`src/common/memStage_config.svh`:
```
`ifndef MEMSTAGE_CONFIG_SVH
`define MEMSTAGE_CONFIG_SVH

`default_nettype none

// Data word width, lanes stay 8 and 16 bits at 64
`define MEM_DATA_WIDTH 32

// Word-address bits of the data RAM
`define MEM_ADDR_BITS 8

`default_nettype wire

`endif

```
`src/common/memStage_pkg.sv`:
```
`include "memStage_config.svh"

`default_nettype none

package memStage_pkg;

    // Load and store width, funct3 encoding
    typedef enum logic [2:0] {
        MEM_OP_B  = 3'd0,
        MEM_OP_H  = 3'd1,
        MEM_OP_W  = 3'd2,
        MEM_OP_BU = 3'd4,
        MEM_OP_HU = 3'd5
    } memOpE;

    // Writeback result source, code 3 falls back to ALU
    typedef enum logic [1:0] {
        RES_ALU = 2'd0,
        RES_MEM = 2'd1,
        RES_PC4 = 2'd2
    } resultSrcE;

    localparam int unsigned MEM_LANES = `MEM_DATA_WIDTH / 8;

    // One data word, seen whole or as byte lanes
    typedef union packed {
        logic [`MEM_DATA_WIDTH-1:0]  word;
        logic [MEM_LANES-1:0][7:0]   lanes;
    } memWordU;

endpackage

`default_nettype wire

```
`src/hw/memWbStage.sv`:
```
`include "memStage_config.svh"

`default_nettype none

module memWbStage (
    input  logic                            clk_i,
    input  logic                            arstN_i,
    input  logic                            stall_i,
    input  logic                            regWrite_i,
    input  memStage_pkg::resultSrcE         resultSrc_i,
    input  logic [`MEM_DATA_WIDTH-1:0]      aluResult_i,
    input  logic [`MEM_DATA_WIDTH-1:0]      loadData_i,
    input  logic [`MEM_DATA_WIDTH-1:0]      pcPlus4_i,
    input  logic [4:0]                      rd_i,
    output logic                            regWrite_o,
    output logic [4:0]                      rd_o,
    output logic [`MEM_DATA_WIDTH-1:0]      result_o
);

    import memStage_pkg::*;

    logic                           regWriteQ;
    resultSrcE                      resultSrcQ;
    logic [`MEM_DATA_WIDTH-1:0]     aluResultQ;
    logic [`MEM_DATA_WIDTH-1:0]     loadDataQ;
    logic [`MEM_DATA_WIDTH-1:0]     pcPlus4Q;
    logic [4:0]                     rdQ;

    // ############################
    // Pipeline register
    // ############################

    always_ff @(posedge clk_i or negedge arstN_i) begin
        if (!arstN_i) begin
            regWriteQ  <= 1'b0;
            resultSrcQ <= RES_ALU;
            aluResultQ <= '0;
            loadDataQ  <= '0;
            pcPlus4Q   <= '0;
            rdQ        <= '0;
        end else if (!stall_i) begin
            regWriteQ  <= regWrite_i;
            resultSrcQ <= resultSrc_i;
            aluResultQ <= aluResult_i;
            loadDataQ  <= loadData_i;
            pcPlus4Q   <= pcPlus4_i;
            rdQ        <= rd_i;
        end
    end

    // ############################
    // Result select
    // ############################

    always_comb begin
        case (resultSrcQ)
            RES_MEM: result_o = loadDataQ;
            RES_PC4: result_o = pcPlus4Q;
            default: result_o = aluResultQ;
        endcase
    end

    assign regWrite_o = regWriteQ;
    assign rd_o       = rdQ;

endmodule

`default_nettype wire

```
`config.mk`:
```
export PLATFORM = sky130hd
export DESIGN_NAME = memWbStage
export DESIGN_NICKNAME = d
export VERILOG_FILES = /design/src/common/memStage_pkg.sv /design/src/hw/memWbStage.sv
export VERILOG_INCLUDE_DIRS = /design/src /design/src/common
export SDC_FILE = /design/constraint.sdc
export NUM_CORES = 1
export LEC_CHECK = 0
export ABC_CLOCK_PERIOD_IN_PS = 1600
export BUFFER_PORTS_ARGS = -buffer_cell sky130_fd_sc_hd__buf_4
export CAP_MARGIN = 25
export CORE_AREA = 4 4 107 109
export DETAILED_ROUTE_END_ITERATION = 7
export DIE_AREA = 0 0 111 113
export HOLD_SLACK_MARGIN = 0.15
export MAX_ROUTING_LAYER = met4
export PLACE_DENSITY = 0.74
export SKIP_LAST_GASP = 1
export SLEW_MARGIN = 20
export SYNTH_ARGS = -nofsm -noshare
export SYNTH_HDL_FRONTEND = slang
export SYNTH_SLANG_ARGS = --single-unit
```
`constraint.sdc`:
```
create_clock -name clk_i -period 1.6 [get_ports clk_i]
set_clock_uncertainty 0.15 [all_clocks]
set_input_delay 0.24 -clock clk_i [delete_from_list [all_inputs] [get_ports clk_i]]
set_output_delay 0.24 -clock clk_i [all_outputs]
set_load 0.005 [all_outputs]
```
==> flow_summary.yaml <==
logic_synthesis:
  ys_warn_count: 0
  syn_nets: 442
  seq_area_frac_synth: 0.551
  synth_cell_types: 12
  ys_ff_latch: 104
  syn_inst: 333
  syn_avg_cell_area_um2: 14.2
  syn_area_um2: 4720
global_route:
  grt_pass1_vias: 4084
  grt_pass1_wl_um: 21800
  grt.total_usage: 0.227
  overflow: 0
  antenna_found_initial: 0
  grt_max_degree: 59
placement:
  portBuffers: 144
  gp_congestion: 0.791
  post-dp-hpwl_um: 7600
timing:
  period_needed_ns: 2.08
  postLayoutSetupSlackWorst_ns: -0.478
  report.final.slew_viol_count: 0
  relSlewSlack: 0.795
  fmax_mhz: 481
  period_share: 1.30
  worstMarginPinSlew_ns: 0.307
  hold_violations: 0
  finalSetupViolations: 32
  rsz0062_at_grt: "yes"
final_layout:
  diodes: 0
  layout.nets: 698
  final_core_util: 0.718
  n_fill_cell: 656
  area_growth_pct: 61.2
  drive_gt1_frac: 0.540
  most-common-layout-cells: "buf_4 (146), dlygate4sd3_1 (108), dfrtp_1 (104)"
  layout_commonest_cell: "buf_4"
power_and_ir_drop:
  ir_drop_mv: 0.803
  p_leak_nw: 3.50
  power.density_nw_per_um2: 884
  total_power_mw: 6.73
floorplan:
  die_w_um: 111
  start_util: 0.446
  boundaryPins: 145
  core_um2: 10600
  placementRows: 38
  die_area_um2: 12500
  die_h_um: 113
detailed_routing:
  drc: 0
  drt_pass1_iterations: 4
  drt_iter0_markers: 189
  ant_nets: 0
  wl_per_cell_um: 18.2
  vias: 3673
  viasPerCell: 5.00
  drt-total-wl_um: 13400
clock_network:
  cts_tree: "yes"
  cts_root_buf: "clkbuf_8"
  clock_latency_ns: 0.36
  htree_levels: 3
  cts_made_buffers: 9
  clk_pin_slew_ns: 0.10
  max-clock-path-buffers: 2
  cts_num_sinks: 104
worst_setup_path:
  required_ns: 1.21
  reg2reg_to: "pcPlus4Q[8]"
  arrival_ns: 1.69
  r2r_slack_ns: 0.11
  cp-start-kind: "flip-flop"
  rr_worst_depth: 2
  worst-setup-path-type: "reg2out"
  cp_max_fo: 17
  cp-end-kind: "output pin"
  r2r_start: "pcPlus4Q[8]"
run:
  maxCapViolCount: 0
run_status:
  violations: "setup timing"
  status: "finished, violations left"
worst_hold_path:
  hold_class: "in2async"
==> cell usage after synthesis <==
cell,n,area share
a22oi_1,32,0.051
buf_2,12,0.013
buf_6,7,0.017
buf_8,1,0.0032
clkbuf_1,5,0.0040
dfrtp_1,104,0.55
ha_1,2,0.0053
inv_1,2,0.0016
mux2_2,44,0.10
mux2_4,60,0.19
nand2_1,32,0.025
o21ai_0,32,0.034
==> worst max-delay path, stage by stage (launching register included) <==
cell and delay, ns:
dfrtp_1 0.44, ha_4 0.39, buf_12 0.18, nand2_1 0.07, o21ai_1 0.10, buf_4 0.14
==> per-stage QoR <==
step           hold WS, ns  setup TNS (ns)  area (um^2)  instances  worst slack (ns)
2_1_floorplan       -0.206               0         4720        333          0.000297
3_3_place_gp       -0.0995          -0.929         6050        605           -0.0730
3_5_place_dp       -0.0984           -1.50         6050        605            -0.128
4_1_cts              0.240          -14.03         7520        732            -0.468
5_1_grt              0.251          -17.00         7620        734            -0.563
6_report             0.251          -14.09         7620        734            -0.478
==> worst max path at each step <==
stage	from	endpoint	cells past startpoint
2_1_floorplan	resultSrcQ[0]	result_o[10]	6
3_3_place_gp	resultSrcQ[1]	result_o[0]	6
3_5_place_dp	resultSrcQ[0]	result_o[22]	5
4_1_cts	resultSrcQ[1]	result_o[15]	5
5_1_grt	resultSrcQ[1]	result_o[27]	5
6_report	resultSrcQ[1]	result_o[5]	5
==> sequential cells by signal, summed over array words and instances (netlist names) <==
signal      count
resultSrcQ      2
rd_o            5
regWrite_o      1
pcPlus4Q       32
aluResultQ     32
loadDataQ      32
==> area by class of cell <==
cell class	instances	area (um^2)	area share
flip-flops and latches	104	2600	0.342
clock buffers	9	124	0.0163
clock inverters	7	71.3	0.00936
multi-input cells	202	2120	0.279
repair buffers	270	2510	0.330
well taps	140	175	0.0230
inverters	2	7.51	0.000986
==> cell families (layout without fill, tap and decap cells) <==
logic type,count (synthesis),after routing,synth area share
AOI/OAI and AO/OA,64,64,0.0847
DFF,104,104,0.551
muxes,104,104,0.296
adders and majority gates,2,2,0.00530
buffers and inverters,27,288,0.0381
and+or+nand+nor,32,32,0.0254
==> routing by layer <==
layer,up-vias,track usage,part of all wire
met1,1805,0.270,0.41
met3,24,0.0604,0.055
li1,1706,-,-
met5,-,-,0
met2,138,0.381,0.51
met4,0,0.0681,0.023
==> repair_timing <==
item                                    4_1_cts  5_1_grt
pin swaps                                    10        5
setup buffers                                 1        0
hold buffers                                108        1
cloned                                        2        2
endpoints found under the hold margin       208        1
endpoints found under the setup margin       32       33
gates resized for setup                      54       18
==> power breakdown <==
part,internal [mW],switching (mW)
Sequential,2.89,0.187
Combinational,1.25,0.768
Clock,0.723,0.912
Note: power is estimated with default switching activity, not from simulation.
